## src/hw/addrCtrlPkg.sv

```systemverilog
`default_nettype none

package addrCtrlPkg;

	// ==============================
	// sizes
	// ==============================
	localparam int NUM_MASTERS = 2;			// master ports
	localparam int MASTER_W = 1;			// bits to encode a master number
	localparam int NUM_SLAVES = 3;			// slave ports, decode-error slave included
	localparam int SLAVE_W = 2;				// bits to encode a slave number
	localparam int DERR_SLAVE = 2;			// decode-error slave sits at the top index
	localparam int ID_W = 2;				// master ID width
	localparam int ADDR_W = 20;
	localparam int OPEN_TRANS_MAX = 3;		// outstanding transactions per master

	// ==============================
	// memory map
	// ==============================
	localparam int UPPER_BIT = 15;			// upper compare bit
	localparam int LOWER_BIT = 12;			// lower compare bit, bits below are don't care
	localparam int BASE_W = ADDR_W - UPPER_BIT;		// width of the base field, bits 19:15
	localparam int SLOT_W = UPPER_BIT - LOWER_BIT;	// width of the slot field, bits 14:12

	// one entry per memory slave, none for the decode-error slave
	localparam logic [NUM_SLAVES-2:0][BASE_W-1:0] SLOT_BASE = {5'd1, 5'd0};
	localparam logic [NUM_SLAVES-2:0][SLOT_W-1:0] SLOT_MIN = {3'd0, 3'd0};
	localparam logic [NUM_SLAVES-2:0][SLOT_W-1:0] SLOT_MAX = {3'd7, 3'd3};

	// bit per master and slave, master 1 cannot reach slave 0
	localparam logic [NUM_MASTERS-1:0][NUM_SLAVES-1:0] CONNECTIVITY = {3'b110, 3'b111};

	// ==============================
	// types
	// ==============================
	typedef logic [ADDR_W-1:0] addrT;
	typedef logic [ID_W-1:0] idT;
	typedef logic [7:0] lenT;				// burst length
	typedef logic [MASTER_W-1:0] masterT;
	typedef logic [SLAVE_W-1:0] slaveT;
	typedef logic [MASTER_W+ID_W-1:0] srcIdT;	// master number then master ID
	typedef logic [1:0] openCntT;

	typedef enum logic {
		MUX_IDLE,		// waiting for a grant
		MUX_SEND		// request presented to the slave
	} muxStateT;

endpackage

`default_nettype wire

```

## src/hw/masterQualify.sv

```systemverilog
`default_nettype none

module masterQualify
(
	input wire logic sysClk,
	input wire logic arstN,
	input wire addrCtrlPkg::addrT masterAddr,		// address to decode
	input wire logic masterValid,					// master has a request pending
	input wire addrCtrlPkg::masterT masterId,		// number of this master port
	input wire logic openTransInc,					// request accepted this cycle
	input wire logic openTransDec,					// data side retired one transaction
	input wire logic [addrCtrlPkg::NUM_SLAVES-1:0] stopTrans,
	output addrCtrlPkg::slaveT targetSlave,
	output logic validQual
);

	logic [addrCtrlPkg::BASE_W-1:0] baseField;
	logic [addrCtrlPkg::SLOT_W-1:0] slotField;
	addrCtrlPkg::openCntT openCnt;			// outstanding transactions
	addrCtrlPkg::slaveT openSlave;			// slave the open transactions go to
	logic countOk;
	logic dependOk;

	// ==============================
	// address decode
	// ==============================
	assign baseField = masterAddr[addrCtrlPkg::ADDR_W-1:addrCtrlPkg::UPPER_BIT];
	assign slotField = masterAddr[addrCtrlPkg::UPPER_BIT-1:addrCtrlPkg::LOWER_BIT];

	always_comb
	begin
		targetSlave = addrCtrlPkg::slaveT'(addrCtrlPkg::DERR_SLAVE);	// unmapped or unconnected
		// walk downwards so the lowest matching slave wins
		for (int s = addrCtrlPkg::NUM_SLAVES - 2; s >= 0; s--)
		begin
			if ((baseField == addrCtrlPkg::SLOT_BASE[s]) &&
				(slotField >= addrCtrlPkg::SLOT_MIN[s]) &&
				(slotField <= addrCtrlPkg::SLOT_MAX[s]) &&
				addrCtrlPkg::CONNECTIVITY[masterId][s])
			begin
				targetSlave = addrCtrlPkg::slaveT'(s);
			end
		end
	end

	// ==============================
	// open transaction tracking
	// ==============================
	always_ff @(posedge sysClk or negedge arstN)
	begin
		if (!arstN)
		begin
			openCnt <= '0;
			openSlave <= '0;
		end
		else
		begin
			if (openTransInc && !openTransDec)
				openCnt <= openCnt + 1'b1;
			else if (openTransDec && !openTransInc)
				openCnt <= openCnt - 1'b1;
			// inc and dec together cancel

			if (openTransInc)
				openSlave <= targetSlave;	// dependence check keeps this equal while open
		end
	end

	// ==============================
	// qualification
	// ==============================
	assign countOk = (openCnt < addrCtrlPkg::OPEN_TRANS_MAX);
	// single thread, no switching slaves with transactions in flight
	assign dependOk = (openCnt == '0) || (targetSlave == openSlave);

	assign validQual = masterValid && countOk && dependOk
		&& !stopTrans[targetSlave];				// slave side asked to hold off

endmodule

`default_nettype wire

```

## config.mk

```make
export PLATFORM = sky130hd
export DESIGN_NAME = masterQualify
export DESIGN_NICKNAME = d
export VERILOG_FILES = /design/src/hw/addrCtrlPkg.sv /design/src/hw/masterQualify.sv
export SDC_FILE = /design/constraint.sdc
export NUM_CORES = 1
export LEC_CHECK = 0
export BUFFER_PORTS_ARGS = -buffer_cell sky130_fd_sc_hd__buf_2
export CAP_MARGIN = 30
export CORE_AREA = 2 2 39 41
export DETAILED_ROUTE_END_ITERATION = 7
export DIE_AREA = 0 0 41 43
export PLACE_DENSITY = 0.58
export SLEW_MARGIN = 15
export SYNTH_ARGS = -nofsm -noshare
export SYNTH_HDL_FRONTEND = slang
export SYNTH_SLANG_ARGS = --single-unit
```

## constraint.sdc

```tcl
create_clock -name sysClk -period 2.74 [get_ports sysClk]
set_clock_uncertainty 0.05 [all_clocks]
set_input_delay 0.685 -clock sysClk [delete_from_list [all_inputs] [get_ports sysClk]]
set_output_delay 0.685 -clock sysClk [all_outputs]
set_load 0.01 [all_outputs]
```

==> results.toml <==
[sta]
fmax_ghz = 0.3884
drv_slew = 0
tightest_slew_ns = 0.3077
fin_hold_ws_ns = 0.1997
fin_crit_ns = 2.575
setup_tns_ns = 0
finalSetupViolCount = 0
maxSlewHeadroom = 0.7933
period_share = 0.9398
grt_setup_unrepaired = "false"
finalHoldViolCount = 0

[critical_path]
slowest_stage = "nor4_4"
worstPathMaxFanout = 4
slowest_delay_ns = 0.35
start_kind = "input pin"
criticalPathCategory = "input pin to primary output"
path_common_cell = "buf_2"
end_kind = "primary output"
crit_arrival_ns = 1.84
path_cells = "buf_2 > nor4_4 > o21ai_2 > a221oi_1 > o21a_1 > buf_2"
cp_data_required_time_ns = 2.01

[layout]
n_antenna_cell = 0
fin_nets = 81
n_fill_cell = 153
drive_above_1_share = 0.5306
finalNonFillerCells = 65
syn2layout_area_growth_pct = 46.15

[route]
wirelength_um = 600
routedLengthMet1_um = 262
ant_nets = 0
routed_via_density = 4.446
met2_length_um = 272
drc = 0
top_layer_used = "met3"
drt_iter0_markers = 4
routedWlPerCell_um = 9.231
wl_met3_um = 65
vias = 289
firstDrtPassIters = 4

[clock_network]
cts_root_buf = "clkbuf_4"
post-cts-setup-buffers = 0
path_clk_slew_ns = 0.04
h-tree-depth = 1
cts_buffer_depth = 2
clk_latency_ns = 0.23
cts_made_buffers = 3
numClockSinks = 4
cts_tree = "yes"
postCtsResizedCells = 0
cts-hold-fix-buffers = 0

[power_and_ir_drop]
leakagePower_nw = 0.2030
p_per_area_mw_per_mm2 = 534.4
power_mw = 0.2287
peakVddDrop_mv = 0.1716

[synth]
synth_xor_area_frac = 0.08974
syn_area_per_cell_um2 = 10.46
synth-simple-area-share = 0.2479
ys_top_cells_by_area = "dfrtp_1 34%, mux2_2 7.7%, nor4_4 7.3%, xor2_1 6.0%, ha_1 4.3%"
yosysWarnings = 0
muxShareOfSynthArea = 0.07692
synth_edf_count = 0
synthAdderAreaFrac = 0.04274
synthCells = 28
yosysMostFrequentCell = "dfrtp_1"
ys_ff_latch = 4
synth_top_family_by_area = "simple AND/OR/NAND/NOR gates"
synth_common_cells = "4 x dfrtp_1, 2 x mux2_2, 2 x nand2_1, 2 x nor2_1, 2 x xor2_1"
syn_nets = 58
ys_seq_area_frac = 0.3419
yosys.area.top_type = "dfrtp_1"
async_flop_share = 1.000
synth_top_area_share = 0.3419
synthFlopType = "dfrtp_1"
ys_types = 21
synth_compound_area_frac = 0.1880
syn-cell-area_um2 = 292.8

[global_route]
grt_max_degree = 7
antenna_found_initial = 0
grt_pass1_wl_um = 972
grt_usage = 0.08375
first_global_vias = 298
grt.overflow.total = 0

[floorplanning]
die_x_um = 41
die-area_mm2 = 0.001763
rows = 14
io_pins = 32
die_y_um = 43
start_util = 0.2116
floorplan.core_area_mm2 = 0.001384

[placed_design]
place_hpwl_um = 514.8
gp_congestion = 0.6726
dp.cells = 62
port_buffers = 17

[run_status]
status = "complete, no violations"

[min_path]
hold_path_class = "input pin to async pin"

[job]
maxCapViolCount = 0
-- stage by stage --
step           utilization  setup WS, ns  cell area [um^2]
2_1_floorplan            -        0.3308             292.8
3_3_place_gp        0.2929        0.1260             405.4
3_5_place_dp        0.2929        0.1477             405.4
4_1_cts             0.3092        0.1383             427.9
5_1_grt             0.3092       0.05443             427.9
6_report            0.3092        0.1650             427.9
-- registers in the layout, summed over array words and instances (netlist names) --
register,count
openSlave,2
openCnt,2
-- final cells by class --
class / count / area [um^2] / area share
timing repair buffer: 18 / 92.59 / 0.2164
multi-input combinational: 23 / 188.9 / 0.4415
inverter: 1 / 3.754 / 0.008772
clock buffer: 3 / 22.52 / 0.05263
tap: 16 / 20.02 / 0.04678
sequential: 4 / 100.1 / 0.2339
-- cell families (layout without fill, tap and decap cells) --
kind of cell    count (synthesis)  in the layout
compound gates                  7              7
xor+xnor                        3              3
mux                             2              2
fa+ha+maj                       1              1
flops                           4              4
buf+inv                         1             22
simple gates                   10             10
-- placed cells by master, fill, tap and decap left out --
cell type   n
a211oi_1    1
a221oi_1    1
a22o_1      1
and2_2      1
buf_2      17
buf_4       1
clkbuf_4    3
dfrtp_1     4
ha_1        1
inv_1       1
mux2_2      2
nand2_1     2
nand2b_1    1
nand3b_1    1
nand4b_1    1
nor2_1      2
nor2b_1     1
nor4_4      1
o21a_1      1
o21ai_0     1
o21ai_2     1
o221ai_1    1
xnor2_1     1
xor2_1      2
-- layer usage --
layer,global-route usage,up-vias
li1,-,147
met1,0.08824,129
met2,0.1281,13
met3,0.01571,0
met4,0.08000,0
met5,0,-
-- power by group --
group,leakage (nW),switching (mW),internal (mW)
clock,0.0138,0.0214,0.0488
combinational,0.143,0.0290,0.0356
sequential,0.0462,0.0177,0.0761
total,0.203,0.0681,0.161
-- worst max-delay path, delay by kind of cell --
family,cells,cell delay [ns]
buf+inv,2,0.23
compound gates,3,0.57
simple gates,1,0.35
-- worst paths after layout --
path | from | to | slack (ns) | depth (start not counted)
worst max-delay path | masterAddr[16] | validQual | 0.17 | 6
worst min-delay path | arstN | openCnt[0] | 0.20 | 1
worst max register to register | openCnt[0] | openCnt[1] | 1.76 | 3
worst min register to register | openCnt[1] | openCnt[1] | 0.45 | 1
max in group asynchronous | arstN | openSlave[0] | 2.32 | 1
min in group sysClk | openCnt[1] | openCnt[1] | 0.45 | 1
Power figures use the tool's default switching activity.
