$ cat src/hw/addrCtrlPkg.sv
`default_nettype none

package addrCtrlPkg;

	// ==============================
	// sizes
	// ==============================
	localparam int NUM_MASTERS = 2;			// master ports
	localparam int MASTER_W = 1;			// bits to encode a master number
	localparam int NUM_SLAVES = 3;			// slave ports, decode-error slave included
	localparam int SLAVE_W = 2;				// bits to encode a slave number
	localparam int DERR_SLAVE = 2;			// decode-error slave sits at the top index
	localparam int ID_W = 2;				// master ID width
	localparam int ADDR_W = 20;
	localparam int OPEN_TRANS_MAX = 3;		// outstanding transactions per master

	// ==============================
	// memory map
	// ==============================
	localparam int UPPER_BIT = 15;			// upper compare bit
	localparam int LOWER_BIT = 12;			// lower compare bit, bits below are don't care
	localparam int BASE_W = ADDR_W - UPPER_BIT;		// width of the base field, bits 19:15
	localparam int SLOT_W = UPPER_BIT - LOWER_BIT;	// width of the slot field, bits 14:12

	// one entry per memory slave, none for the decode-error slave
	localparam logic [NUM_SLAVES-2:0][BASE_W-1:0] SLOT_BASE = {5'd1, 5'd0};
	localparam logic [NUM_SLAVES-2:0][SLOT_W-1:0] SLOT_MIN = {3'd0, 3'd0};
	localparam logic [NUM_SLAVES-2:0][SLOT_W-1:0] SLOT_MAX = {3'd7, 3'd3};

	// bit per master and slave, master 1 cannot reach slave 0
	localparam logic [NUM_MASTERS-1:0][NUM_SLAVES-1:0] CONNECTIVITY = {3'b110, 3'b111};

	// ==============================
	// types
	// ==============================
	typedef logic [ADDR_W-1:0] addrT;
	typedef logic [ID_W-1:0] idT;
	typedef logic [7:0] lenT;				// burst length
	typedef logic [MASTER_W-1:0] masterT;
	typedef logic [SLAVE_W-1:0] slaveT;
	typedef logic [MASTER_W+ID_W-1:0] srcIdT;	// master number then master ID
	typedef logic [1:0] openCntT;

	typedef enum logic {
		MUX_IDLE,		// waiting for a grant
		MUX_SEND		// request presented to the slave
	} muxStateT;

endpackage

`default_nettype wire

$ cat src/hw/targetMux.sv
`default_nettype none

module targetMux
(
	input wire logic sysClk,
	input wire logic arstN,

	// ==============================
	// arbiter and qualify side
	// ==============================
	input wire logic [addrCtrlPkg::NUM_MASTERS-1:0] grant,
	input wire addrCtrlPkg::masterT grantEnc,
	input wire logic grantValid,
	input wire addrCtrlPkg::slaveT [addrCtrlPkg::NUM_MASTERS-1:0] targetSlave,
	output logic arbEnable,

	// master address channels
	input wire addrCtrlPkg::idT [addrCtrlPkg::NUM_MASTERS-1:0] masterAid,
	input wire addrCtrlPkg::addrT [addrCtrlPkg::NUM_MASTERS-1:0] masterAaddr,
	input wire addrCtrlPkg::lenT [addrCtrlPkg::NUM_MASTERS-1:0] masterAlen,
	output logic [addrCtrlPkg::NUM_MASTERS-1:0] masterAready,

	// slave address channels
	output addrCtrlPkg::srcIdT [addrCtrlPkg::NUM_SLAVES-1:0] slaveAid,
	output addrCtrlPkg::addrT [addrCtrlPkg::NUM_SLAVES-2:0] slaveAaddr,	// memory slaves only
	output addrCtrlPkg::lenT [addrCtrlPkg::NUM_SLAVES-1:0] slaveAlen,
	output logic [addrCtrlPkg::NUM_SLAVES-1:0] slaveAvalid,
	input wire logic [addrCtrlPkg::NUM_SLAVES-1:0] slaveAready,

	// data side report
	output logic dataFifoWr,
	output addrCtrlPkg::srcIdT srcPort,
	output addrCtrlPkg::slaveT destPort
);

	addrCtrlPkg::muxStateT muxState;
	addrCtrlPkg::srcIdT srcReg;			// extended ID of the captured request
	addrCtrlPkg::addrT addrReg;
	addrCtrlPkg::lenT lenReg;
	addrCtrlPkg::slaveT destReg;		// decoded target
	logic takeReq;
	logic slaveHs;						// slave accepts this cycle

	assign takeReq = (muxState == addrCtrlPkg::MUX_IDLE) && grantValid;
	assign slaveHs = (muxState == addrCtrlPkg::MUX_SEND) && slaveAready[destReg];

	assign arbEnable = takeReq;
	assign masterAready = takeReq ? grant : '0;	// one cycle accept of the winner

	// ==============================
	// state machine
	// ==============================
	always_ff @(posedge sysClk or negedge arstN)
	begin
		if (!arstN)
			muxState <= addrCtrlPkg::MUX_IDLE;
		else if (takeReq)
			muxState <= addrCtrlPkg::MUX_SEND;
		else if (slaveHs)
			muxState <= addrCtrlPkg::MUX_IDLE;	// free again on the edge after handshake
	end

	// capture the granted request
	always_ff @(posedge sysClk)
	begin
		if (takeReq)
		begin
			srcReg <= {grantEnc, masterAid[grantEnc]};	// prefix master number
			addrReg <= masterAaddr[grantEnc];
			lenReg <= masterAlen[grantEnc];
			destReg <= targetSlave[grantEnc];
		end
	end

	// payload to every slave, only the target sees valid
	always_comb
	begin
		for (int s = 0; s < addrCtrlPkg::NUM_SLAVES; s++)
		begin
			slaveAid[s] = srcReg;
			slaveAlen[s] = lenReg;
			slaveAvalid[s] = (muxState == addrCtrlPkg::MUX_SEND) && (int'(destReg) == s);
		end
		for (int s = 0; s < addrCtrlPkg::NUM_SLAVES - 1; s++)
			slaveAaddr[s] = addrReg;
	end

	assign dataFifoWr = slaveHs;		// one pulse per accepted transaction
	assign srcPort = srcReg;
	assign destPort = destReg;

endmodule

`default_nettype wire

$ cat config.mk
export PLATFORM = sky130hd
export DESIGN_NAME = targetMux
export DESIGN_NICKNAME = d
export VERILOG_FILES = /design/src/hw/addrCtrlPkg.sv /design/src/hw/targetMux.sv
export SDC_FILE = /design/constraint.sdc
export NUM_CORES = 1
export LEC_CHECK = 0
export ABC_CLOCK_PERIOD_IN_PS = 4800
export BUFFER_PORTS_ARGS = -buffer_cell sky130_fd_sc_hd__buf_2
export CORE_MARGIN = 2
export CORE_UTILIZATION = 39
export DETAILED_ROUTE_END_ITERATION = 8
export PLACE_DENSITY = 0.91
export SETUP_SLACK_MARGIN = 0.1
export SLEW_MARGIN = 5
export SYNTH_ARGS = -nofsm -noshare
export SYNTH_HDL_FRONTEND = slang
export SYNTH_SLANG_ARGS = --single-unit
$ cat constraint.sdc
create_clock -name sysClk -period 4.8 [get_ports sysClk]
set_input_delay 1.2 -clock sysClk [delete_from_list [all_inputs] [get_ports sysClk]]
set_output_delay 1.2 -clock sysClk [all_outputs]
set_load 0.01 [all_outputs]
==> results.md, run 1 <==
Route:
- The count of unresolved DRC violations after routing is 0.
- The total via count in the routed design is 1338.
- After detailed routing, the total wire length is 4.06 mm.
- The number of antenna-violating nets in the routed design is 0.
- The first detailed-routing pass took 4 iterations.
- After the first detailed-routing iteration, the DRC count stood at 30.
- After detailed routing, the number of vias per cell comes to 4.27.
- The routed wire length per instance is 13.0 um.

Synthesis:
- The count of yosys warnings during synthesis is 0.
- Synthesis inferred 34 register bits.
- Synthesis produced a netlist with a net count of 202.
- The synthesized instance count is 129.
- The biggest area contributor in the post-synthesis netlist is edfxtp_1.
- The count of flip-flops with a built-in enable after synthesis is 33.
- Ranked by instance count, the synthesized netlist is headed by 45 x buf_4, 33 x edfxtp_1, 30 x mux2_4, 3 x and2_1, 3 x buf_6.
- The cell area after technology mapping is 0.00196 mm^2.
- The portion of the post-synthesis area used by sequential elements is 51.9%.
- A synthesized cell averages 15.2 um^2.
- The dominant synthesized flop cell is edfxtp_1.
- Of the post-synthesis cell area, the dominant cell type holds 50.6%.
- The number of distinct standard cells referenced by the synthesized netlist is 17.
- The fraction of synthesis flops using an asynchronous set or reset pin is 2.94%.
- Ranked by total cell area, the synthesized netlist is headed by edfxtp_1 51%, mux2_4 23%, buf_4 17%.
- The most common cell in the synthesized netlist is buf_4.

Critical path:
- Data arrives at the worst endpoint at 2050 ps.
- The critical path goes through buf_2 -> nor2b_4 -> and2_1 -> buf_2.
- The most frequent cell on the critical path is buf_2.
- The sort of element at the end of the critical path is an output pin.
- The critical setup path kind is in2out.
- The worst setup path is launched from an input port.
- The critical path data required time is 3600 ps.
- In this run the worst path has a maximum fanout of 19.
- The stage delay of the slowest cell on the critical path is 450 ps.
- The slowest stage of the critical path is the nor2b_4 cell.

Die:
- Measured along the x axis, the die boundary spans 74.8 um.
- The overall die height is 74.8 um.
- For this configuration, the core starts out at a cell density of 40.9%.
- The full die area is 0.00560 mm^2.
- In this run the standard cell core region covers 0.00479 mm^2.
- The I/O pin count is 158.
- The number of rows in the core area is 25.

CTS:
- The number of instances resized during post-cts repair is 0.
- The clock passes through at most 2 buffers.
- The post-cts hold buffer count is 0.
- Clock latency on the worst-skew pair, taken at its later pin, is 280 ps.
- The number of buffers added by the clock tree synthesis step is 5.
- The number of setup buffers added after CTS is 0.
- The number of clock sinks seen by CTS is 34.
- The depth of the CTS H-tree is 2.
- The clock input transition at the sequential cells of the worst setup and hold paths is 70 ps.
- The tree is rooted in a clkbuf_8.
- The clock tree from TritonCTS is yes.

Global routing:
- In the global route stage, met2 resource usage came out at 25.8%.
- The met1 usage is 14.0%.
- The via count of the first global-routing pass came to 1222.
- The first global-routing pass estimated 5.53 mm of wire.
- In the global route stage, met3 resource usage came out at 2.54%.
- The number of antenna violations at the first check in global routing was 0.
- The aggregate global routing overflow is 0.
- The pin count of the biggest net entering global routing is 34.
- The busiest layer in global routing is met2.
- The total routing resource utilization after global routing is 13.6%.

Finish:
- The area growth from synthesis to layout is 30.1%.
- The final cell area excluding filler cells is 0.00254 mm^2.
- The number of antenna repair diodes is 0.
- At the end of the flow the core is filled with cells to 53.2%.
- The post-layout instance count excluding filler cells is 313.
- For this run, the post-layout net count is 318.
- Cells with a size suffix above 1 make up 80.5% of the layout.

Timing:
- Headroom to the max-slew limit came out at 34.2%.
- Clock skew on the completed layout was measured at 8.09 ps.
- The final count of hold timing violations is 0.
- The setup-violating endpoint count in the final report is 0.
- Subtracting the final worst setup slack from the clock period gives 3250 ps.
- For the final routed database, the setup TNS stands at 0 ps.
- The post-route worst setup slack is 1550 ps.
- At the pin with the least slew margin, the transition time is 987 ps.
- The final worst-path cycle share is 67.7%.
- The max-slew violation count is 0.
- Setup repair after global routing left no endpoint under its margin.
- Static timing analysis puts the maximum clock frequency at 308 MHz.

Power:
- Dividing total power by cell area gives a power density of 342 mW/mm^2.
- VDD sags by at most 168 uV.
- The leakage dissipation is 0.00129 uW.

Placed design:
- At the end of routability-driven placement, the weighted congestion stood at 0.726.
- The HPWL after detailed placement is 3.31 mm.
- The number of port buffers is 157.
- The standard cell area after detailed placement is 0.00246 mm^2.
- Before CTS, the worst setup slack after placement is 1530 ps.
- The number of placed instances, taps included, is 305.

Hold path:
- The min-delay analysis places its worst path in the category in2async.

Run:
- The reported max-cap violation count is 0.

Run status:
- The run finished with clean final reports.
[worst max-delay path, delay by kind of cell]
family        cells  cell delay (ps)
buf+inv           2              200
simple gates      2              640
[report_power, final]
group / leakage, uW / internal, uW / switching [uW] / total, uW
Clock: 0.0000395 / 103 / 93.0 / 196
Sequential: 0.000322 / 385 / 27.5 / 412
Combinational: 0.000928 / 128 / 135 / 263
Total: 0.00129 / 616 / 255 / 871
[layer usage]
metal	part of all wire, %	wire length [um]
met4	1.9	78
met5	0	0
met3	6.0	244
met2	57	2330
met1	35	1420
[cells by family (layout without fill, tap and decap cells)]
logic type | count (synthesis) | after routing | synth area share, %
compound gates | 2 | 2 | 0.831
flops | 34 | 34 | 51.9
mux | 33 | 33 | 24.7
simple gates | 11 | 11 | 3.33
buf+inv | 49 | 166 | 19.2
[cell type report]
type,instances,area [um^2]
clock buffers,8,80.1
fillers,422,2240
multi-input cells,46,572
flip-flops and latches,34,1020
well taps,67,83.8
repair buffers,158,793
[registers in the layout, indices dropped and copies added, names as in the netlist]
name,cells
destPort,2
addrReg,20
muxState,1
lenReg,8
srcPort,3
[metrics by stage]
step                      hold WS, ps  total power [uW]
final                             679               871
after global routing              658               925
after detailed placement          721               687
after global placement            697               677
after CTS                         664               889
after floorplan                   639               614
[worst paths after layout]
kind | from | end | slack (ps) | cells past startpoint
min reg2reg | destPort[0] | muxState | 720 | 2
min in group sysClk | destPort[0] | muxState | 720 | 2
min | arstN | muxState | 680 | 1
max reg2reg | muxState | addrReg[13] | 3210 | 2
max | grantValid | masterAready[1] | 1550 | 4
max in group asynchronous | arstN | muxState | 4040 | 1
[placed cells by master, fill, tap and decap left out, drive strengths merged]
master and n:
a221o 1, and2 4, buf 158, clkbuf 8, dfrtp 1, edfxtp 33
mux2 32, mux2i 1, nand2 1, nand2b 2, nor2 2, nor2b 2
o22ai 1
(Power assumes the default switching activity.)
==> run 2: changes to the inputs <==
ABC_CLOCK_PERIOD_IN_PS = 2800   (was 4800)
CORE_UTILIZATION = 35   (was 39)
PLACE_DENSITY = 0.87   (was 0.91)
clock period = 2.8 ns   (was 4.8 ns; I/O delays follow)
==> run 2 against run 1 <==
Non-clock buffer count rose by 2. Final cell count increased by 2.2%. First-iteration DRC count is 63% higher. Via count fell by 0.37%. Combinational power increased by 74%. Count of clock-buffer cells in the layout fell by 3. Register-to-register slack worse by 1700 ps. Sequential share of layout area shrank 0.96 points. Sequential cell count unchanged. Final area is 2.5% higher. Critical endpoint is now dataFifoWr. Largest power group unchanged.
==> results.md, run 2 (synthesized netlist as in run 1, its figures left out) <==
CTS:
- TritonCTS built the clock tree.
- The number of setup buffers added after CTS is 0 (unchanged).
- The depth of the CTS H-tree is 2 (unchanged).
- The number of buffers added by the clock tree synthesis step came to 5 (unchanged).
- The clock input transition at the sequential cells of the worst setup and hold paths is 70 ps (about the same).
- The number of clock sinks seen by CTS is 34 (unchanged).
- The number of instances resized during post-cts repair is 0 (unchanged).
- The latest clock arrival within the worst-skew pair is 280 ps (about the same).
- The post-cts hold buffer count is 0 (unchanged).
- The worst-case clock buffer depth is 2 (unchanged).
- The cell at the root of the clock tree is clkbuf_8.

Power:
- The leakage dissipation was 0.00132 uW (+2.6%).
- The fraction of power spent switching nets was 28.4% (-0.94 points).
- The clock power share is 27.2% (+4.7 points).
- The total power of the final layout was 1600 uW (+84%).
- The total power per unit cell area is 613 mW/mm^2 (+79%).
- The largest vdd supply drop came to 293 uV (+74%).
- The share of power burned in combinational logic is 28.6% (-1.6 points).
- The share of power burned in registers is 44.2% (-3.1 points).
- The switching component of the power is 454 uW (+78%).
- The cell-internal power was 1150 uW (+86%).

Placed design:
- The minimum setup slack after placement is 825 ps (-708 ps).
- The final weighted congestion in routability-driven placement came to 0.680 (-6.4%).
- The HPWL after detailed placement is 3.45 mm (+4.4%).
- The number of port buffers is 157 (unchanged).
- The total placed cells including tap cells is 312 (+2.3%).

Timing:
- The max-slew violation count is 0 (unchanged).
- Counting I/O delays and the setup requirement, the final critical path takes 1980 ps.
- The highest achievable clock rate is 506 MHz.
- The post-route worst setup slack came to 822 ps (-731 ps).
- The setup-violating endpoint count in the final report came to 0 (unchanged).
- The worst-case headroom to the max-slew limit came to 67.3% (+33 points).
- The total negative slack came to 0 ps (unchanged).
- The final count of hold timing violations is 0 (unchanged).
- The pin slew with the least headroom to its limit came to 491 ps (-496 ps).
- Dividing the final minimum period by the clock period gives 70.6%.
- The final clock skew is 5.92 ps (-2.17 ps).
- Setup repair after global routing left no endpoint under its margin.

Run status:
- The flow ran to the end, and the final reports show no timing, DRC or antenna violations.

Critical path:
- The worst reg-to-reg path cell count came to 2 (unchanged).
- The register-to-register setup slack is 1560 ps (-1650 ps).
- The data arrival time of the worst path was 1280 ps (-770 ps).
- The largest fanout of any net on the critical path is 6 (-13).
- The critical setup path kind is reg2out.
- The sort of element at the start of the critical path is a flip-flop.
- The sort of element at the end of the critical path is an output pin.
- The critical path data required time came to 2100 ps (-1500 ps).

Global routing:
- The via count of the first global-routing pass is 1200 (-1.8%).
- The layer flagged by global routing as most heavily used is met2.
- The pin count of the biggest net entering global routing is 21 (-38%).
- The met1 usage was 13.8% (-0.28 points).
- The first-pass GRT wire length was 5.94 mm (+7.5%).
- The met3 track demand over resource is 2.61% (+0.070 points).
- The met2 routing resource usage after global routing is 24.1% (-1.7 points).
- The total routing resource utilization after global routing was 12.7% (-0.93 points).
- The number of antenna violations at the first check in global routing is 0 (unchanged).
- The aggregate global routing overflow was 0 (unchanged).

Route:
- The routed wire length per instance is 13.2 um (+1.4%).
- The number of antenna-violating nets in the routed design is 0 (unchanged).
- The first-pass iteration count of the detailed router is 4 (unchanged).
- The via density per instance is 4.17 (-2.6%).
- The number of DRC violations after detailed-routing iteration 0 is 49 (+63%).
- The total via count in the routed design is 1333 (-0.37%).
- The total length of routed wires is 4.21 mm (+3.7%).
- The count of unresolved DRC violations after routing is 0 (unchanged).

Die:
- The full die area is 0.00621 mm^2 (+11%).
- The overall die height is 78.8 um (+5.3%).
- The core area is 0.00544 mm^2 (+14%).
- The initial cell density of the core is 36.0% (-4.9 points).
- The I/O pin count is 158 (unchanged).
- The die extent in x is 78.8 um (+5.3%).
- The number of rows in the core area is 27 (+8.0%).

Finish:
- The register with the most flip-flops in the final layout is addrReg.
- The number of nets in the layout is 320 (+0.63%).
- In the layout the commonest cells are 157 x buf_2, 33 x edfxtp_1, 30 x mux2_4.
- The number of flip-flops under the largest register name came to 20 (unchanged).
- The share of final-layout standard cells stronger than drive strength 1 is 81.9% (+1.4 points).
- The post-layout instance count excluding filler cells is 320 (+2.2%).
- The area growth from synthesis to layout is 33.2%.
- The number of antenna repair diodes is 0 (unchanged).
- The most frequent standard cell in the layout excluding fill and tap cells is buf_2.

Run:
- The reported max-cap violation count is 0 (unchanged).

Hold path:
- The worst hold path belongs to the class in2async.
[run 2: changes by cell type in the layout (fill, tap and decap cells not counted)]
| cell | change |
|---|---|
| clkbuf_1 | -3 |
| clkinv_2 | +2 |
| buf_12 | +1 |
| buf_4 | +1 |
| bufinv_16 | +1 |
[run 2: power by group through the flow]
stage | sequential, uW | clock (uW) | combinational, uW
final | 706 | 435 | 458
after global routing | 717 | 469 | 494
after CTS | 709 | 453 | 467
after detailed placement | 719 | 0 | 466
after global placement | 716 | 0 | 454
after floorplan | 749 | 0 | 305
[run 2: cell type report]
cell class / instances / area [um^2]
well taps: 72 / 90.1
fillers: 504 / 2830
clock inverters: 3 / 40.0
clock buffers: 5 / 68.8
repair buffers: 160 / 821
multi-input cells: 46 / 572
flip-flops and latches: 34 / 1020
[run 2: path summary, 6_finish.rpt]
path                              from         end
hold reg to reg            destPort[0]    muxState
setup / recovery           destPort[1]  dataFifoWr
max in group asynchronous        arstN    muxState
min in group sysClk        destPort[0]    muxState
hold / removal                   arstN    muxState
setup reg to reg              muxState  addrReg[5]
[run 2: routing by layer]
metal  share of wire [%]  vias to the layer above  routed length [um]
met5                   0                        -                   0
met4                0.71                        0                  30
met3                 5.3                        2                 225
met2                  56                       60                2370
met1                  38                      624                1590
li1                    -                      647                   -
[run 2: critical path: stages (launching register included)]
cell and delay [ps]:
edfxtp_1 460, mux2i_1 290, o22ai_1 110, buf_2 140
[run 2: metrics by stage]
step / cell area, um^2 / util [%] / hold WS (ps)
floorplan: 1960 / - / 404
global placement: 2500 / 45.9 / 479
detailed placement: 2500 / 45.9 / 479
CTS: 2610 / 47.9 / 171
global route: 2610 / 47.9 / 167
finish: 2610 / 47.9 / 187
==> run 3: changes to the inputs <==
ABC_CLOCK_PERIOD_IN_PS = 1960   (was 2800)
CORE_UTILIZATION = 39   (was 35)
PLACE_DENSITY = 0.91   (was 0.87)
clock period = 1.96 ns   (was 2.8 ns; I/O delays follow)
==> run 3 against run 2 <==
Worst setup slack worse by 600 ps. Non-clock buffer count up 2. Critical path depth unchanged. Clock skew down 2.2 ps. Sequential cell count unchanged. Critical path type unchanged. Critical endpoint unchanged. Largest cell class unchanged. Highest routed layer unchanged.
==> results.md, run 3 (synthesized netlist as in run 1, its figures left out) <==
Route:
- The count of unresolved DRC violations after routing came to 0 (unchanged).
- The number of DRC violations after detailed-routing iteration 0 is 35 (-29%).
- The total length of routed wires is 4.07 mm (-3.4%).
- The total via count in the routed design came to 1357 (+1.8%).
- The routed wire length per instance is 12.8 um (-2.5%).
- The via density per instance is 4.28 (+2.8%).
- The first-pass iteration count of the detailed router is 2 (-2).
- The number of antenna-violating nets in the routed design was 0 (unchanged).

Finish:
- The final cell area excluding filler cells is 0.00258 mm^2 (-1.2%).
- The fraction of the core area covered by cells at the end of the flow was 53.9% (+5.9 points).
- The fill cell total of the finished layout came to 430 (-15%).
- The number of antenna repair diodes was 0 (unchanged).
- The number of nets in the layout is 322 (+0.63%).
- The number of flip-flops under the largest register name was 20 (unchanged).
- The share of final-layout standard cells stronger than drive strength 1 was 80.4% (-1.5 points).
- The library cells used most frequently in the layout, excluding fill and tap cells, are 157 x buf_2, 33 x edfxtp_1, 30 x mux2_4.
- Leaving out fill and tap cells, the most frequent cell in the layout is buf_2.
- More flip-flops sit in one register than any other, and that register is addrReg.
- The area growth from synthesis to layout is 31.7%.

CTS:
- The latest clock arrival within the worst-skew pair came to 270 ps (about the same).
- Clock tree synthesis selected as its root buffer the cell clkbuf_8.
- The clock input transition at the sequential cells of the worst setup and hold paths came to 70 ps (about the same).
- The number of setup buffers added after CTS is 0 (unchanged).
- The number of buffers added by the clock tree synthesis step is 5 (unchanged).
- The number of clock sinks seen by CTS came to 34 (unchanged).
- The worst-case clock buffer depth was 2 (unchanged).
- The depth of the CTS H-tree is 2 (unchanged).
- TritonCTS built the clock tree.

Timing:
- The highest achievable clock rate is 577 MHz.
- The final clock skew is 3.76 ps (-2.16 ps).
- The post-layout minimum cycle time is 1730 ps.
- The max-slew violation count was 0 (unchanged).
- The pin slew with the least headroom to its limit came to 383 ps (-108 ps).
- The final count of hold timing violations is 0 (unchanged).
- The setup-violating endpoint count in the final report was 0 (unchanged).
- The final worst-path cycle share is 88.4%.
- The worst-case headroom to the max-slew limit came to 74.5% (+7.2 points).
- The total negative slack was 0 ps (unchanged).
- Setup repair after global routing left no endpoint under its margin.

Global routing:
- The number of antenna violations at the first check in global routing is 0 (unchanged).
- The first-pass GRT wire length is 5.74 mm (-3.4%).
- The via count of the first global-routing pass is 1261 (+5.1%).
- The total routing resource utilization after global routing is 13.9% (+1.3 points).
- The pin count of the biggest net entering global routing came to 23 (+9.5%).
- The aggregate global routing overflow came to 0 (unchanged).

Critical path:
- For this design, the slowest cell found on the critical path is edfxtp_1.
- The sort of element at the start of the critical path is a flip-flop.
- The endpoint identified for the worst register-to-register timing path is addrReg[15].
- The critical path data required time came to 1470 ps (-630 ps).
- The data arrival time of the worst path is 1240 ps (-40 ps).
- The stage delay of the slowest cell on the critical path is 470 ps (about the same).
- The largest fanout of any net on the critical path is 6 (unchanged).
- The startpoint identified for the worst register-to-register timing path is muxState.
- Traced cell by cell, the critical path runs through nand2b_2 -> o22ai_1 -> buf_2.
- The worst reg-to-reg path cell count is 2 (unchanged).
- The worst setup path is captured at an output pin.
- The register-to-register setup slack was 670 ps (-890 ps).
- The setup path with the least slack is of type reg2out.

Run status:
- The run finished with clean final reports.

Power:
- The largest vdd supply drop is 354 uV (+21%).
- The total power per unit cell area is 828 mW/mm^2 (+35%).
- The leakage dissipation was 0.00131 uW (-0.97%).

Hold path:
- In this run the most critical hold path is launched from masterAaddr[1].
- The class of the most critical hold timing path is in2reg.
- The worst hold path depth is 2.
- The end of the worst hold path is addrReg[1].

Placed design:
- The number of port buffers is 157 (unchanged).
- The HPWL after detailed placement is 3.32 mm (-4.0%).
- The standard cell area after detailed placement is 0.00249 mm^2 (-0.45%).
- The final weighted congestion in routability-driven placement came to 0.686 (+0.88%).

Die:
- The die extent in x is 74.8 um (-5.0%).
- The number of rows in the core area is 25 (-7.4%).
- The core area is 0.00479 mm^2 (-12%).
- The I/O pin count came to 158 (unchanged).
- The full die area came to 0.00560 mm^2 (-9.8%).
- The overall die height is 74.8 um (-5.0%).
- The initial cell density of the core is 40.9% (+4.9 points).

Run:
- The reported max-cap violation count is 0 (unchanged).
run 3: cell types whose count changed in the layout (fill, tap and decap cells not counted), sizes merged:
cell / previous run / this run
buf: 160 / 161
bufinv: 1 / 0
clkinv: 2 / 3
dlygate4sd3: 0 / 1
run 3: critical path, delay by kind of cell, from the launching register on:
family / cells / cell delay (ps)
compound gates: 1 / 120
buf+inv: 1 / 150
flops: 1 / 470
simple gates: 1 / 230
run 3: worst max path at each step:
stage	from	endpoint	slack (ps)	cells past startpoint
floorplan	grantValid	masterAready[0]	80	2
global placement	grantValid	masterAready[1]	430	4
detailed placement	grantValid	masterAready[1]	420	4
CTS	destPort[1]	dataFifoWr	210	3
global route	destPort[1]	dataFifoWr	150	3
finish	destPort[1]	dataFifoWr	230	3
run 3: final cells by class:
cell class                      instances  area [um^2]  share of cell area, %
Timing Repair Buffer                  162          826                   32.0
Clock inverter                          3         11.3                  0.437
Tap cell                               67         83.8                   3.25
Clock buffer                            5         68.8                   2.67
Multi-Input combinational cell         46          572                   22.2
Sequential cell                        34         1020                   39.4
run 3: per-layer routing:
layer  track usage (%)  wire length [um]  up-vias
met4              5.36                57        0
met5                 0                 0        -
li1                  -                 -      649
met2              26.9              2370       70
met1              14.2              1390      633
met3              3.61               248        5
run 3: what timing repair did:
item | CTS | global route
hold endpoints to repair | 1 | 0
hold buffers | 1 | 0
resized for setup | 0 | 0
setup endpoints to repair | 0 | 0
run 3: power by group:
part           switching (uW)  internal, uW  total, uW
Combinational             331           321        652
Sequential               67.6           942       1010
Clock                     236           237        473
run 3: per-stage QoR:
step	total power (uW)	worst slack, ps	std cells	hold WS, ps
3_5_place_dp	1690	418	308	265
4_1_cts	2170	206	317	493
2_1_floorplan	1510	81.0	129	194
5_1_grt	2260	149	317	495
6_report	2130	227	317	507
3_3_place_gp	1660	433	308	265
